File: config.mk
export PLATFORM = sky130hd
export DESIGN_NAME = hdmi_cfg_top
export DESIGN_NICKNAME = d
export VERILOG_FILES = /design/src/logic/hdmi_cfg_pkg.sv /design/src/logic/hdmi_cfg_top.sv /design/src/logic/hdmi_tx_init.sv /design/src/logic/reg_write_sequencer.sv /design/src/logic/i2c_byte_engine.sv
export VERILOG_INCLUDE_DIRS = /design/src /design/src/logic
export SDC_FILE = /design/constraint.sdc
export NUM_CORES = 1
export LEC_CHECK = 0
export BUFFER_PORTS_ARGS = -buffer_cell sky130_fd_sc_hd__buf_4
export CAP_MARGIN = 25
export CORE_MARGIN = 2
export CORE_UTILIZATION = 55
export CTS_CLUSTER_DIAMETER = 60
export DETAILED_ROUTE_END_ITERATION = 12
export PLACE_DENSITY_LB_ADDON = 0.15
export SLEW_MARGIN = 5
export SYNTH_ARGS = -nofsm -noshare
export SYNTH_HDL_FRONTEND = slang
export SYNTH_SLANG_ARGS = --single-unit
File: constraint.sdc
create_clock -name clk -period 2.1 [get_ports clk]
set_input_delay 0.21 -clock clk [delete_from_list [all_inputs] [get_ports clk]]
set_output_delay 0.21 -clock clk [all_outputs]
set_load 0.03 [all_outputs]
File: src/logic/hdmi_cfg_config.svh
`ifndef HDMI_CFG_CONFIG_SVH
`define HDMI_CFG_CONFIG_SVH

// 7-bit i2c address of the hdmi transmitter
// the write address byte on the bus is 0x72
`define HDMI_CHIP_ADDR 7'h39

// system clocks per quarter of an scl period
// kept tiny so a full table run stays short in simulation
// a real board would use clk / (4 * scl rate)
`define I2C_QUARTER_DIV 4

// input aspect ratio in register 0x17 bit 1
// 1'b1 selects 16:9 and 1'b0 keeps 4:3
`define HDMI_ASPECT_WIDE 1'b0

// number of register writes in the init table
`define HDMI_INIT_LEN 24

`endif
File: src/logic/hdmi_cfg_pkg.sv
package hdmi_cfg_pkg;

    // one byte on the bus
    // carries the address, register or value of a write
    typedef logic [7:0] i2c_byte_t;

    // commands understood by the byte engine
    typedef enum logic [1:0] {
        // start condition with sda falling while scl is high
        OP_START,
        // eight data bits and then the acknowledge slot
        OP_WRITE,
        // stop condition with sda rising while scl is high
        OP_STOP
    } byte_op_t;

    // init table walker
    typedef enum logic [1:0] {
        // request the current table entry
        INIT_ISSUE,
        // transfer in flight on the bus
        INIT_WAIT,
        // table written, watching the interrupt line
        INIT_IDLE
    } init_state_t;

    // one register write on the bus
    typedef enum logic [2:0] {
        SEQ_IDLE,
        SEQ_START,
        // chip address with the write bit
        SEQ_ADDR,
        SEQ_REG,
        SEQ_VALUE,
        SEQ_STOP
    } seq_state_t;

endpackage

File: src/logic/hdmi_cfg_top.sv
`timescale 1ns/1ps

module hdmi_cfg_top
    import hdmi_cfg_pkg::*;
(
    input  logic clk,
    input  logic reset,
    input  logic hdmi_int,
    output logic ready,
    output logic scl_low,
    output logic sda_low,
    input  logic sda_in
);

    // init table to register write
    logic [6:0] chip_addr;
    i2c_byte_t  reg_addr;
    i2c_byte_t  wr_value;
    logic       wr_start;
    logic       wr_done;
    logic       wr_nack;

    // register write to byte engine
    byte_op_t   op;
    i2c_byte_t  op_data;
    logic       op_valid;
    logic       op_ready;
    logic       op_done;
    logic       op_ack;

    hdmi_tx_init u_init (
        .clk       (clk),
        .reset     (reset),
        .hdmi_int  (hdmi_int),
        .ready     (ready),
        .chip_addr (chip_addr),
        .reg_addr  (reg_addr),
        .wr_value  (wr_value),
        .wr_start  (wr_start),
        .wr_done   (wr_done),
        .wr_nack   (wr_nack)
    );

    reg_write_sequencer u_seq (
        .clk       (clk),
        .reset     (reset),
        .chip_addr (chip_addr),
        .reg_addr  (reg_addr),
        .wr_value  (wr_value),
        .wr_start  (wr_start),
        .wr_done   (wr_done),
        .wr_nack   (wr_nack),
        .op        (op),
        .op_data   (op_data),
        .op_valid  (op_valid),
        .op_ready  (op_ready),
        .op_done   (op_done),
        .op_ack    (op_ack)
    );

    // pins are drive-low only, the board resolves the open drain
    i2c_byte_engine u_engine (
        .clk      (clk),
        .reset    (reset),
        .op       (op),
        .op_data  (op_data),
        .op_valid (op_valid),
        .op_ready (op_ready),
        .op_done  (op_done),
        .op_ack   (op_ack),
        .scl_low  (scl_low),
        .sda_low  (sda_low),
        .sda_in   (sda_in)
    );

endmodule

File: src/logic/hdmi_tx_init.sv
`timescale 1ns/1ps
`include "hdmi_cfg_config.svh"

module hdmi_tx_init
    import hdmi_cfg_pkg::*;
(
    input  logic       clk,
    input  logic       reset,
    input  logic       hdmi_int,
    output logic       ready,
    output logic [6:0] chip_addr,
    output i2c_byte_t  reg_addr,
    output i2c_byte_t  wr_value,
    output logic       wr_start,
    input  logic       wr_done,
    input  logic       wr_nack
);

    localparam int LEN = `HDMI_INIT_LEN;
    localparam int EW  = $clog2(LEN);

    init_state_t   state;
    logic [EW-1:0] entry;
    logic          last_entry;
    // register in the high byte, value in the low byte
    logic [15:0]   entry_word;

    assign chip_addr  = `HDMI_CHIP_ADDR;
    assign last_entry = (entry == EW'(LEN - 1));
    assign reg_addr   = entry_word[15:8];
    assign wr_value   = entry_word[7:0];

    // entry only moves on wr_done so the bytes stay put during a transfer
    always_comb begin
        case (entry)
            // all circuits powered up, sync adjust off
            0:  entry_word = 16'h41_10;
            // fixed registers from the chip programming guide
            1:  entry_word = 16'h98_03;
            2:  entry_word = 16'h9A_E0;
            3:  entry_word = 16'h9C_30;
            4:  entry_word = 16'h9D_01;
            5:  entry_word = 16'hA2_A4;
            6:  entry_word = 16'hA3_A4;
            7:  entry_word = 16'hE0_D0;
            8:  entry_word = 16'hF9_00;
            // 44.1 kHz i2s, 24 bit rgb 4:4:4 with separate syncs
            9:  entry_word = 16'h15_00;
            // 4:4:4 out, 8 bit colour depth
            10: entry_word = 16'h16_30;
            // sync polarity passed through, bit 1 picks the aspect ratio
            11: entry_word = 16'h17_00 | {14'd0, `HDMI_ASPECT_WIDE, 1'b0};
            // csc disabled
            12: entry_word = 16'h18_46;
            // hdmi mode, no hdcp
            13: entry_word = 16'hAF_06;
            // clock delay and hdcp eeprom defaults
            14: entry_word = 16'hBA_00;
            // automatic cts, i2s audio, 128xfs mclk
            15: entry_word = 16'h0A_00;
            // n = 0x1880 for 44.1 kHz, spread over three registers
            16: entry_word = 16'h01_00;
            17: entry_word = 16'h02_18;
            18: entry_word = 16'h03_80;
            // spdif off, mclk internal
            19: entry_word = 16'h0B_0E;
            // i2s0 only, right justified
            20: entry_word = 16'h0C_05;
            // 16 bit i2s samples
            21: entry_word = 16'h0D_10;
            // hpd and monitor sense interrupts enabled
            22: entry_word = 16'h94_C0;
            // clear pending hpd and monitor sense flags
            23: entry_word = 16'h96_C0;
            default: entry_word = 16'h00_00;
        endcase
    end

    always_ff @(posedge clk) begin
        if (!reset) begin
            state    <= INIT_ISSUE;
            entry    <= '0;
            wr_start <= 1'b0;
            ready    <= 1'b0;
        end else begin
            wr_start <= 1'b0;
            case (state)
                INIT_ISSUE: begin
                    wr_start <= 1'b1;
                    state    <= INIT_WAIT;
                end
                INIT_WAIT: begin
                    if (wr_done) begin
                        if (wr_nack) begin
                            // a refused entry goes out again
                            state <= INIT_ISSUE;
                        end else if (last_entry) begin
                            // pll lock is not checked before ready
                            entry <= '0;
                            ready <= 1'b1;
                            state <= INIT_IDLE;
                        end else begin
                            entry <= entry + 1'b1;
                            state <= INIT_ISSUE;
                        end
                    end
                end
                INIT_IDLE: begin
                    // interrupt means hotplug, so rewrite the whole table
                    if (!hdmi_int) begin
                        ready <= 1'b0;
                        state <= INIT_ISSUE;
                    end
                end
                default: state <= INIT_ISSUE;
            endcase
        end
    end

    // no transfer may complete once the table is reported done
    assert property (@(posedge clk) disable iff (!reset)
        wr_done |-> !ready);

endmodule

File: src/logic/reg_write_sequencer.sv
`timescale 1ns/1ps

module reg_write_sequencer
    import hdmi_cfg_pkg::*;
(
    input  logic       clk,
    input  logic       reset,
    input  logic [6:0] chip_addr,
    input  i2c_byte_t  reg_addr,
    input  i2c_byte_t  wr_value,
    input  logic       wr_start,
    output logic       wr_done,
    output logic       wr_nack,
    output byte_op_t   op,
    output i2c_byte_t  op_data,
    output logic       op_valid,
    input  logic       op_ready,
    input  logic       op_done,
    input  logic       op_ack
);

    seq_state_t state;
    // current state's command already taken by the engine
    logic       issued;

    // one command per state, offered until accepted
    assign op_valid = (state != SEQ_IDLE) && !issued;

    always_comb begin
        op      = OP_WRITE;
        op_data = '0;
        case (state)
            SEQ_START: op = OP_START;
            // r/w bit clear for a write
            SEQ_ADDR:  op_data = {chip_addr, 1'b0};
            SEQ_REG:   op_data = reg_addr;
            SEQ_VALUE: op_data = wr_value;
            SEQ_STOP:  op = OP_STOP;
            default:   op = OP_START;
        endcase
    end

    always_ff @(posedge clk) begin
        if (!reset) begin
            state   <= SEQ_IDLE;
            issued  <= 1'b0;
            wr_done <= 1'b0;
            wr_nack <= 1'b0;
        end else begin
            wr_done <= 1'b0;
            if (op_valid && op_ready) begin
                issued <= 1'b1;
            end
            case (state)
                SEQ_IDLE: begin
                    if (wr_start) begin
                        state   <= SEQ_START;
                        issued  <= 1'b0;
                        wr_nack <= 1'b0;
                    end
                end
                SEQ_START: begin
                    if (op_done) begin
                        state  <= SEQ_ADDR;
                        issued <= 1'b0;
                    end
                end
                SEQ_ADDR, SEQ_REG, SEQ_VALUE: begin
                    if (op_done) begin
                        issued <= 1'b0;
                        if (!op_ack) begin
                            // first refused byte ends the transfer early
                            wr_nack <= 1'b1;
                            state   <= SEQ_STOP;
                        end else if (state == SEQ_ADDR) begin
                            state <= SEQ_REG;
                        end else if (state == SEQ_REG) begin
                            state <= SEQ_VALUE;
                        end else begin
                            state <= SEQ_STOP;
                        end
                    end
                end
                SEQ_STOP: begin
                    if (op_done) begin
                        state   <= SEQ_IDLE;
                        issued  <= 1'b0;
                        wr_done <= 1'b1;
                    end
                end
                default: state <= SEQ_IDLE;
            endcase
        end
    end

    // init block keeps a single write outstanding
    assert property (@(posedge clk) disable iff (!reset)
        wr_start |-> (state == SEQ_IDLE));

endmodule

File: src/logic/i2c_byte_engine.sv
`timescale 1ns/1ps
`include "hdmi_cfg_config.svh"

module i2c_byte_engine
    import hdmi_cfg_pkg::*;
(
    input  logic      clk,
    input  logic      reset,
    input  byte_op_t  op,
    input  i2c_byte_t op_data,
    input  logic      op_valid,
    output logic      op_ready,
    output logic      op_done,
    output logic      op_ack,
    output logic      scl_low,
    output logic      sda_low,
    input  logic      sda_in
);

    localparam int QDIV = `I2C_QUARTER_DIV;
    localparam int QW   = (QDIV > 1) ? $clog2(QDIV) : 1;

    logic          busy;
    byte_op_t      cur_op;
    i2c_byte_t     data_q;
    logic [QW-1:0] q_cnt;
    logic [1:0]    q_idx;
    logic [3:0]    bit_cnt;
    logic          q_end;
    logic          last_q;
    logic [1:0]    next_q;
    logic [3:0]    next_bit;
    logic [1:0]    lines_next;

    // pin drive for one quarter, packed as {scl_low, sda_low}
    function automatic logic [1:0] quarter_lines(
        input byte_op_t   f_op,
        input logic [1:0] f_q,
        input logic [3:0] f_bit,
        input i2c_byte_t  f_data
    );
        logic scl_l;
        logic sda_l;
        scl_l = 1'b0;
        sda_l = 1'b0;
        case (f_op)
            OP_START: begin
                // both high, sda falls, then scl is pulled low
                scl_l = (f_q == 2'd3);
                sda_l = (f_q != 2'd0);
            end
            OP_STOP: begin
                // scl rises over a low sda, then sda is let go
                scl_l = (f_q == 2'd0);
                sda_l = (f_q < 2'd2);
            end
            default: begin
                // scl high in the two middle quarters of each bit
                scl_l = (f_q == 2'd0) || (f_q == 2'd3);
                // msb first, ninth bit left to the target
                if (f_bit == 4'd8) begin
                    sda_l = 1'b0;
                end else begin
                    sda_l = ~f_data[3'd7 - f_bit[2:0]];
                end
            end
        endcase
        return {scl_l, sda_l};
    endfunction

    assign op_ready = ~busy;

    // quarter boundary and the very last quarter of the command
    assign q_end    = (q_cnt == QW'(QDIV - 1));
    assign last_q   = (q_idx == 2'd3) && ((cur_op != OP_WRITE) || (bit_cnt == 4'd8));
    assign next_q   = q_idx + 2'd1;
    assign next_bit = (q_idx == 2'd3) ? bit_cnt + 4'd1 : bit_cnt;

    // levels for the quarter that follows the current one
    assign lines_next = quarter_lines(cur_op, next_q, next_bit, data_q);

    always_ff @(posedge clk) begin
        if (!reset) begin
            busy    <= 1'b0;
            cur_op  <= OP_START;
            q_cnt   <= '0;
            q_idx   <= 2'd0;
            bit_cnt <= 4'd0;
            op_done <= 1'b0;
            op_ack  <= 1'b0;
            scl_low <= 1'b0;
            sda_low <= 1'b0;
        end else begin
            op_done <= 1'b0;
            if (!busy) begin
                // lines hold their last quarter while idle
                if (op_valid) begin
                    busy    <= 1'b1;
                    cur_op  <= op;
                    q_cnt   <= '0;
                    q_idx   <= 2'd0;
                    bit_cnt <= 4'd0;
                    op_ack  <= 1'b0;
                    {scl_low, sda_low} <= quarter_lines(op, 2'd0, 4'd0, op_data);
                end
            end else begin
                q_cnt <= q_cnt + 1'b1;
                // ack taken at the start of the third quarter, mid-high on scl
                if ((cur_op == OP_WRITE) && (bit_cnt == 4'd8) && (q_idx == 2'd2)
                        && (q_cnt == '0)) begin
                    op_ack <= ~sda_in;
                end
                if (q_end) begin
                    q_cnt <= '0;
                    if (last_q) begin
                        busy    <= 1'b0;
                        op_done <= 1'b1;
                    end else begin
                        q_idx   <= next_q;
                        bit_cnt <= next_bit;
                        {scl_low, sda_low} <= lines_next;
                    end
                end
            end
        end
    end

    // byte to shift out
    always_ff @(posedge clk) begin
        if (!busy && op_valid) begin
            data_q <= op_data;
        end
    end

    // sequencer only offers a command once the previous one has finished
    assert property (@(posedge clk) disable iff (!reset)
        busy |-> !op_valid);

    // data moves only under a low scl, start and stop excepted
    assert property (@(posedge clk) disable iff (!reset)
        (!scl_low && !$past(scl_low) && !(busy && (cur_op != OP_WRITE)))
            |-> $stable(sda_low));

endmodule

## Word level (Yosys, flattened, before mapping)

Memory sizes are Yosys's and may differ from the RTL's. A register that Yosys moved wholly into a read port is not among the register bits.
Cells that the tools add are included.

- Add/sub/neg operators: 5
- Order comparisons: 2
- Eq/ne operators: 30
- Mux-type cells: 67
- Bitwise logic cells: 5
- Reduce and logical (&&, ||, !) cells: 34

Operator list:

| kind | number |
|---|---|
| 2-to-1 mux 1 bit | 32 |
| one-hot mux 8 bit (3 select lines) | 1 |
| 2-to-1 mux 2 bit | 10 |
| 2-to-1 mux 4 bit | 5 |
| 2-to-1 mux 3 bit | 6 |
| 2-to-1 mux 5 bit | 3 |
| == test 2 bit, second input constant | 7 |
| != test 2 bit, second input constant | 7 |
| != test 2 x 1 -> 1 bit, second input constant | 6 |
| one-hot mux 1 bit (2 select lines) | 6 |
| one-hot mux 3 bit (4 select lines) | 1 |
| zero test 2 bit | 5 |
| AND reduction 3 bit | 3 |
| == test 4 bit, second input constant | 2 |
| AND reduction 2 bit | 4 |
| AND reduction 4 bit | 2 |
| nonzero test 2 bit | 4 |
| logical AND 1 bit | 7 |
| == test 3 x 2 -> 1 bit, second input constant | 2 |
| == test 3 bit, second input constant | 2 |
| one-hot mux 2 bit (3 select lines) | 1 |
| adder 5 x 1 -> 5 bit, second input constant | 1 |
| == test 5 bit, second input constant | 1 |
| inverter 1 bit | 5 |
| 16 further kinds | 20 |

- Bits in registers: 38
- Memory bits (read-only): 512
- Input bits: 4
- Output and inout port bits: 3
- Word-level logic and storage cells: 162
- Memories: 1

Memory list:

| memory | words | width | rd ports | clocked after Yosys merged registers in | wr ports | RTL line | source |
|---|---|---|---|---|---|---|---|
| (name not given) | 32 | 16 | 1 | 1 | 0 | hdmi_tx_init.sv:35 | `case (entry)` |

## Depth between registers and ports, before layout

Gate-level depths: netlist of the first run.

- Depth in word-level cells: 11
- Depth in mapped cells: 10
- Depth with buffers taken out: 10

## Hierarchy

Synthesis of the first run repeated with hierarchy kept, for this count alone.

- Cells, all modules: 405
- Area total of the unflattened synthesis: 3398.3 um^2

By module, submodules not included:

| module | times used | cells each | area an instance (um^2) | sequential area each (um^2) |
|---|---|---|---|---|
| hdmi_tx_init | 1 | 195 | 1587.8 | 500.5 |
| i2c_byte_engine | 1 | 145 | 1292.5 | 540.5 |
| reg_write_sequencer | 1 | 65 | 518.0 | 120.1 |

## Least setup slack after synthesis of the first run

No wires, ideal clock.

- Path type: register -> register
- From: reg u_init.entry[0]
- To: reg, netlist name u_init.entry_word[8]
- Setup time: 133 ps
- Arrival: 1851 ps
- Required time: 1967 ps
- Slack: 116 ps
- Stages on the path, launching flop included: 9
- Path buffers: 0
- Period minus slack after synthesis: 1984 ps
- Cells stage by stage: dfxtp_1 -> ha_1 -> nand4b_1 -> nor4b_2 -> a31oi_2 -> ha_1 -> mux2_4 -> a21oi_2 -> o221ai_1

- Word-level cells in the longest chain between the ends: 4
- Elaborated cells on any way between the ends: 5
- Those cells by class: add/sub (1); eq/ne (1); mux (3)

Ends and longest elaborated chain:

| item | RTL line | source |
|---|---|---|
| start, declared | hdmi_tx_init.sv:23 | `logic [EW-1:0] entry;` |
| start signal, assigned | hdmi_tx_init.sv:103 | `entry <= entry + 1'b1;` |
| adder 5 x 1 -> 5 bit / == test 5 bit (equally long branches) | hdmi_tx_init.sv:103, hdmi_tx_init.sv:29 |  |
| 2-to-1 mux 5 bit | hdmi_tx_init.sv:97 | `end else if (last_entry) begin` |
| 2-to-1 mux 5 bit (no line) * (2 in series) | - |  |

Mark *: on every way between the ends. The rest lies on a longest branch, timed or not.
A chain may end at the register's enable or synchronous reset.

## Worst setup path after layout of the first run

- From: reg u_init.entry[1]
- To: reg, netlist name u_init.entry_word[5]

- Word-level cells in the longest chain between the ends: 4
- Elaborated cells on any way between the ends: 5
- Those cells by class: add/sub (1); eq/ne (1); mux (3)

Ends and longest elaborated chain:

| item | RTL line |
|---|---|
| adder 5 x 1 -> 5 bit / == test 5 bit (equally long branches) | hdmi_tx_init.sv:103, hdmi_tx_init.sv:29 |
| 2-to-1 mux 5 bit | hdmi_tx_init.sv:97 |
| 2-to-1 mux 5 bit (no line) * (2 in series) | - |

Marked as above.

==> impl_metrics.toml, run 1 <==
[run_status]
outcome = "complete, no violations"

[yosys]
synth-edff-count = 8
ys_types = 63
synthFlopType = "dfxtp_1"
ys_seq_area_share_pct = 39.3
avgSynthCellArea_um2 = 8.63
synth_top_family_by_area = "simple AND/OR/NAND/NOR gates"
synth_top_area_share_pct = 31.2
syn_nets = 362
ys_ff_latch = 54
ys_warn_count = 0
synth-adder-area-share_pct = 6.78
synth-xor-area-share_pct = 1.19
ys_async_sr_fraction_pct = 0
muxShareOfSynthArea_pct = 5.68
synth_simple_gate_area_share_pct = 21.0
synth_cells = 342
synth_area_leaders = "dfxtp_1, edfxtp_1, ha_1, nand2_1, a21oi_1"
syn_area_um2 = 2950
synth_top_area_cell = "dfxtp_1"
synth_compound_area_share_pct = 20.3

[clock_tree]
clock_path_buffers = 2
numCtsBuffers = 5
clk_latency_ns = 0.30
cts.htree.levels = 2
root_buffer = "clkbuf_8"
clock-sinks = 54
cts_tree = "built"
cts_hold_buf = 0
clkTransAtPathRegs_ns = 0.09

[worst_setup_path]
cp.arrival_ns = 2.21
crit_type = "reg2reg"
start_kind = "flop"
cp-end-kind = "flop"
ff2ff_path_depth = 9
timing.rr.start = "u_init.entry[1]"
worst_ep_required_time_ns = 2.32
reg2reg_slack_ns = 0.11
worstReg2RegEnd = "u_init.entry_word[5]"
critPathMaxFanout = 5

[power]
p_sw_share_pct = 21.7
p_switching_mw = 0.398
p_leak_nw = 1.43
power_per_cell_area_nw_per_um2 = 538
p_seq_share_pct = 58.9
p_clk_share_pct = 36.0
p_int_mw = 1.44
irDropWorstVdd_mv = 0.335
comb_power_share_pct = 5.1

[floorplan]
start_util_pct = 57.4
die_h_um = 77.3
die_area_um2 = 5970
chipWidth_um = 77.3
design.core.area_um2 = 5140
num_rows = 26
ioPinCount = 7

[routing]
vias = 2531
drt-initial-drc-count = 184
ant_nets = 0
dr.max_layer_used = "met4"
wl_met2_mm = 3.04
drt-pass1-iter-count = 5
wl_per_cell_um = 14.2
wl_met3_um = 233
route.detailed.drc = 0
wl_mm = 6.25
met1_length_mm = 2.82
vias_per_cell = 5.75

[sta]
layout_min_cycle_time_ns = 1.99
fin_crit_sh_pct = 94.6
fin_skew_ns = 0.00484
hold_viol_final = 0
max_freq_mhz = 503
final_max_slew_viol_count = 0
slew_headroom_pct = 69.8
tightest_slew_ns = 0.452
setup_viol = 0

[hold_path]
whs_path_depth = 3
worstHoldStart = "sda_in"
min_path_type = "in2reg"
min_to = "u_engine.op_ack"

[global_route]
grt_max_degree = 23
grt_pass1_vias = 2425
track_usage_pct = 22.4
overflow = 0
grt_pass1_wl_mm = 10.8
antenna_found_initial = 0

[place]
gp_congestion = 0.906
placed_cell_area_um2 = 3230
hpwl_mm = 4.64
port_buffers = 6

[job]
drv_cap = 0

[final_layout]
final_util_pct = 66.4
layout-drive-gt1-share_pct = 20.5
nets = 389
antennaDiodeCount = 0
area_delta_synth_final_pct = 15.5
final_cell_area_um2 = 3410
==> layout make-up <==
cell class	count	area (µm²)
multi-input combinational	249	1680
inverter	22	82.6
fill	465	1730
tap	70	87.6
timing repair buffer	37	290
sequential	54	1160
clock buffer	8	110
==> routing by layer <==
metal | up-vias | global-route usage [%]
li1 | 1269 | -
met1 | 1181 | 27.9
met2 | 65 | 37.3
met3 | 16 | 4.47
met4 | 0 | 10.0
met5 | - | 0
==> cell families (layout without fill, tap and decap cells) <==
| logic type | count (synthesis) | after routing |
|---|---|---|
| AND/OR/NAND/NOR | 124 | 124 |
| XOR/XNOR | 4 | 4 |
| AO/OA/AOI/OAI | 91 | 91 |
| adder cells (fa/ha/maj) | 16 | 16 |
| flip-flops | 54 | 54 |
| multiplexers | 14 | 14 |
| buffers and inverters | 39 | 67 |
==> per-stage QoR <==
step                      TNS (ns)  hold slack (ns)  power, mW  std cells  setup WS [ns]
after detailed placement   -0.0104            0.452       1.20        430        -0.0104
after CTS                        0            0.146       1.85        439        0.00204
after global routing       -0.0277            0.162       1.90        440        -0.0134
after floorplan                  0            0.374       1.16        342          0.116
final                            0            0.153       1.83        440          0.113
after global placement           0            0.444       1.19        430         0.0798
==> cells in the final DEF (no fill, tap or decap), types with 9 or more instances in the layout <==
master,count
nand3_1,18
dfxtp_1,46
o21ai_0,12
ha_1,14
o21ai_1,9
nor2_1,32
a21oi_1,23
buf_4,36
inv_1,16
nand2_1,35
==> sequential cells by signal, indices dropped and copies added, names as in the netlist <==
name,cells
u_engine.sda_low,1
u_engine.busy,1
u_init.ready,1
u_engine.scl_low,1
u_init.state,2
u_init.entry_word,16
u_seq.state,3
u_engine.q_idx,2
u_seq.issued,1
u_engine.q_cnt,2
u_seq.wr_done,1
u_engine.data_q,8
u_init.entry,5
u_engine.op_done,1
u_engine.cur_op,2
u_engine.op_ack,1
u_init.wr_start,1
u_seq.wr_nack,1
u_engine.bit_cnt,4
==> cells in the mapped netlist, types with 7 or more instances <==
| library cell | n |
|---|---|
| dfxtp_1 | 46 |
| nand2_1 | 35 |
| nor2_1 | 32 |
| a21oi_1 | 24 |
| nand3_1 | 18 |
| ha_1 | 16 |
| inv_1 | 16 |
| o21ai_0 | 15 |
| clkbuf_1 | 8 |
| edfxtp_1 | 8 |
| nor3_1 | 8 |
| mux2i_1 | 7 |
| o21ai_1 | 7 |
==> power by group through the flow <==
stage | sequential (mW) | clock, mW | combinational (mW)
2_1_floorplan | 1.10 | 0 | 0.0592
3_3_place_gp | 1.10 | 0 | 0.0910
3_5_place_dp | 1.10 | 0 | 0.0915
4_1_cts | 1.08 | 0.680 | 0.0920
5_1_grt | 1.08 | 0.714 | 0.104
6_report | 1.08 | 0.661 | 0.0927
==> worst max-delay path, stage by stage, from the launching register on <==
cell and delay [ns]:
dfxtp_1 0.36, ha_1 0.18, nand4b_1 0.14, nor4b_4 0.17
a31oi_4 0.23, buf_4 0.16, ha_1 0.19, and2_1 0.19
o21ai_1 0.09, a21oi_1 0.19
==> worst max-delay path by stage <==
stage                          from                    to  slack [ns]  cells past startpoint
finish              u_init.entry[1]  u_init.entry_word[5]        0.11                      9
global route        u_init.entry[1]  u_init.entry_word[4]       -0.01                     10
CTS                 u_init.state[1]  u_init.entry_word[4]       0.002                      8
detailed placement    u_seq.wr_nack  u_init.entry_word[4]       -0.01                      8
global placement    u_init.state[1]  u_init.entry_word[4]        0.08                      8
floorplan           u_init.entry[0]  u_init.entry_word[8]        0.12                      8
==> what timing repair did <==
| action | in CTS | in global routing |
|---|---|---|
| endpoints found under the setup margin | 1 | 9 |
| setup buffers | 1 | 1 |
| gates resized for setup | 1 | 11 |
| pin swaps | 1 | 6 |
No activity file was read; power rests on OpenSTA's default activity.
==> run 2, diff against run 1 <==
Settings changed: CORE_UTILIZATION 55 to 36.
Clock period 2.1 ns to 1.65 ns, I/O delays scaled along.
==> impl_metrics.toml, run 2 (synthesis results as in run 1) <==
[floorplan]
die_area_um2 = 8940
chipWidth_um = 94.6
start_util_pct = 36.5
ioPinCount = 7
die_h_um = 94.6
design.core.area_um2 = 8090
num_rows = 33

[worst_setup_path]
reg2reg_slack_ns = -0.29
cpPeakStageDelay_ns = 0.33
crit_slowest_cell = "dfxtp_2"
timing.rr.start = "u_init.state[1]"
path_cells = "nand4bb_1 -> buf_6 -> nor4b_4 -> a31oi_4 -> ha_4 -> mux2_4 -> a21oi_2 -> o221ai_1"
cp.arrival_ns = 2.12
crit_type = "reg2reg"
critPathTopFamily = "simple AND/OR/NAND/NOR gates"
worst_ep_required_time_ns = 1.83
ff2ff_path_depth = 8
critPathMaxFanout = 6
start_kind = "flop"
cp.buffers_inverters = 1
worstReg2RegEnd = "u_init.entry_word[8]"
cp-end-kind = "flop"

[power]
p_leak_nw = 1.81
p_int_mw = 1.87
irDropWorstVdd_mv = 0.320
p_switching_mw = 0.535
p_sw_share_pct = 22.2
comb_power_share_pct = 6.2
power_per_cell_area_nw_per_um2 = 553
p_seq_share_pct = 56.9
p_clk_share_pct = 36.9

[global_route]
antenna_found_initial = 0
grt_pass1_wl_mm = 13.0
track_usage_pct = 18.6
overflow = 0
use_met1_pct = 22.2
grt_pass1_vias = 2729
gr-usage-met3_pct = 3.11
grt_max_degree = 22
grt_busiest_layer = "met2"
globalRouteMet2Util_pct = 34.2

[clock_tree]
cts_hold_buf = 0
root_buffer = "clkbuf_8"
numCtsBuffers = 5
cts_tree = "built"
cts.htree.levels = 2
clkTransAtPathRegs_ns = 0.10
clk_latency_ns = 0.31
clock_path_buffers = 2
clock-sinks = 54

[routing]
ant_nets = 0
route.detailed.drc = 0
drt-pass1-iter-count = 4
drt-initial-drc-count = 123
vias_per_cell = 5.19
wl_mm = 8.01
wl_per_cell_um = 14.9
vias = 2800

[place]
port_buffers = 6
hpwl_mm = 5.52
placed_cell_area_um2 = 3730
dp_cells = 512
gp_congestion = 0.869

[final_layout]
layout-drive-gt1-share_pct = 44.7
final_cell_mix = "buf_4, dfxtp_1, nand2_1, nor2_1, a21oi_1"
multi_input_area_um2 = 2000
area_delta_synth_final_pct = 47.4
nets = 453
final_common_cell = "buf_4"
seqCellArea_um2 = 1180
final_cell_area_um2 = 4350
nFillCells = 764
largest_reg_flops = 16
antennaDiodeCount = 0
fin_cells = 539

[hold_path]
whs_path_depth = 3
worstHoldStart = "sda_in"
min_to = "u_engine.op_ack"
min_path_type = "in2reg"

[sta]
setup_viol = 18
fin_ws_ns = -0.288
layout_min_cycle_time_ns = 1.94
max_freq_mhz = 516
slew_headroom_pct = 71.2
hold_viol_final = 0
grt_setup_unrepaired = "yes"
whs_ns = 0.110
final_max_slew_viol_count = 0
tightest_slew_ns = 0.427
fin_crit_sh_pct = 117
fin_skew_ns = 0.00675

[run_status]
violations = "negative setup slack"
outcome = "finished with violations"

[job]
drv_cap = 0
[run 2: cell count changes in the layout (fill, tap and decap cells not counted), moves of 4 or more]
cell / change
dfxtp_1: -11
ha_4: +7
nand3_1: -6
nand2_1: -4
a21oi_1: -6
buf_4: +48
dfxtp_2: +10
ha_1: -7
o21ai_0: -5
buf_6: +14
a21oi_2: +6
nand3_2: +4
nor2_1: -4
[run 2: through the flow]
stage / setup TNS, ns / worst slack (ns) / util [%] / total power, mW
floorplan: -1.19 / -0.209 / - / 1.49
global placement: -3.19 / -0.260 / 46.1 / 1.54
detailed placement: -3.54 / -0.306 / 46.1 / 1.54
CTS: -3.42 / -0.319 / 51.6 / 2.43
global route: -4.76 / -0.358 / 53.8 / 2.50
finish: -3.26 / -0.288 / 53.8 / 2.41
[run 2: layer usage]
| metal | up-vias | share of wire, % | wire length (µm) |
|---|---|---|---|
| met5 | - | 0 | 0 |
| met4 | 0 | 2.6 | 206 |
| met3 | 17 | 2.8 | 221 |
| met2 | 48 | 51 | 4100 |
| met1 | 1340 | 43 | 3480 |
| li1 | 1395 | - | - |
[run 2: tightest hold or removal path: cells and delay by family]
family / cells / cell delay (ns)
AOI/OAI and AO/OA: 1 / 0.11
buffers and inverters: 1 / 0.08
and+or+nand+nor: 1 / 0.03
[run 2: cell type report]
class,count,share of cell area [%]
clock inverters,1,0.690
clock buffers,7,1.75
repair buffers,101,19.4
inverters,22,2.24
well taps,105,3.02
flip-flops and latches,54,27.0
multi-input cells,249,45.9
[run 2: timing repair]
item,4_1_cts,5_1_grt
setup endpoints to repair,19,28
hold endpoints to repair,0,0
buffers inserted,9,10
resized for setup,61,27
pin swaps,24,22
[run 2: power by group through the flow]
| stage | sequential, mW | combinational (mW) | clock (mW) |
|---|---|---|---|
| after floorplan | 1.40 | 0.0839 | 0 |
| after global placement | 1.40 | 0.139 | 0 |
| after detailed placement | 1.40 | 0.140 | 0 |
| after CTS | 1.37 | 0.146 | 0.918 |
| after global routing | 1.37 | 0.166 | 0.963 |
| final | 1.37 | 0.149 | 0.889 |
[run 2: worst max path at each step]
stage,start,end,slack (ns),cells past startpoint
CTS,u_init.state[1],u_init.entry_word[8],-0.32,8
detailed placement,u_seq.wr_nack,u_init.entry_word[9],-0.31,8
global route,u_init.state[1],u_init.entry_word[4],-0.36,9
floorplan,u_init.state[1],u_init.entry_word[8],-0.21,8
finish,u_init.state[1],u_init.entry_word[8],-0.29,8
global placement,u_init.entry[1],u_init.entry_word[11],-0.26,10
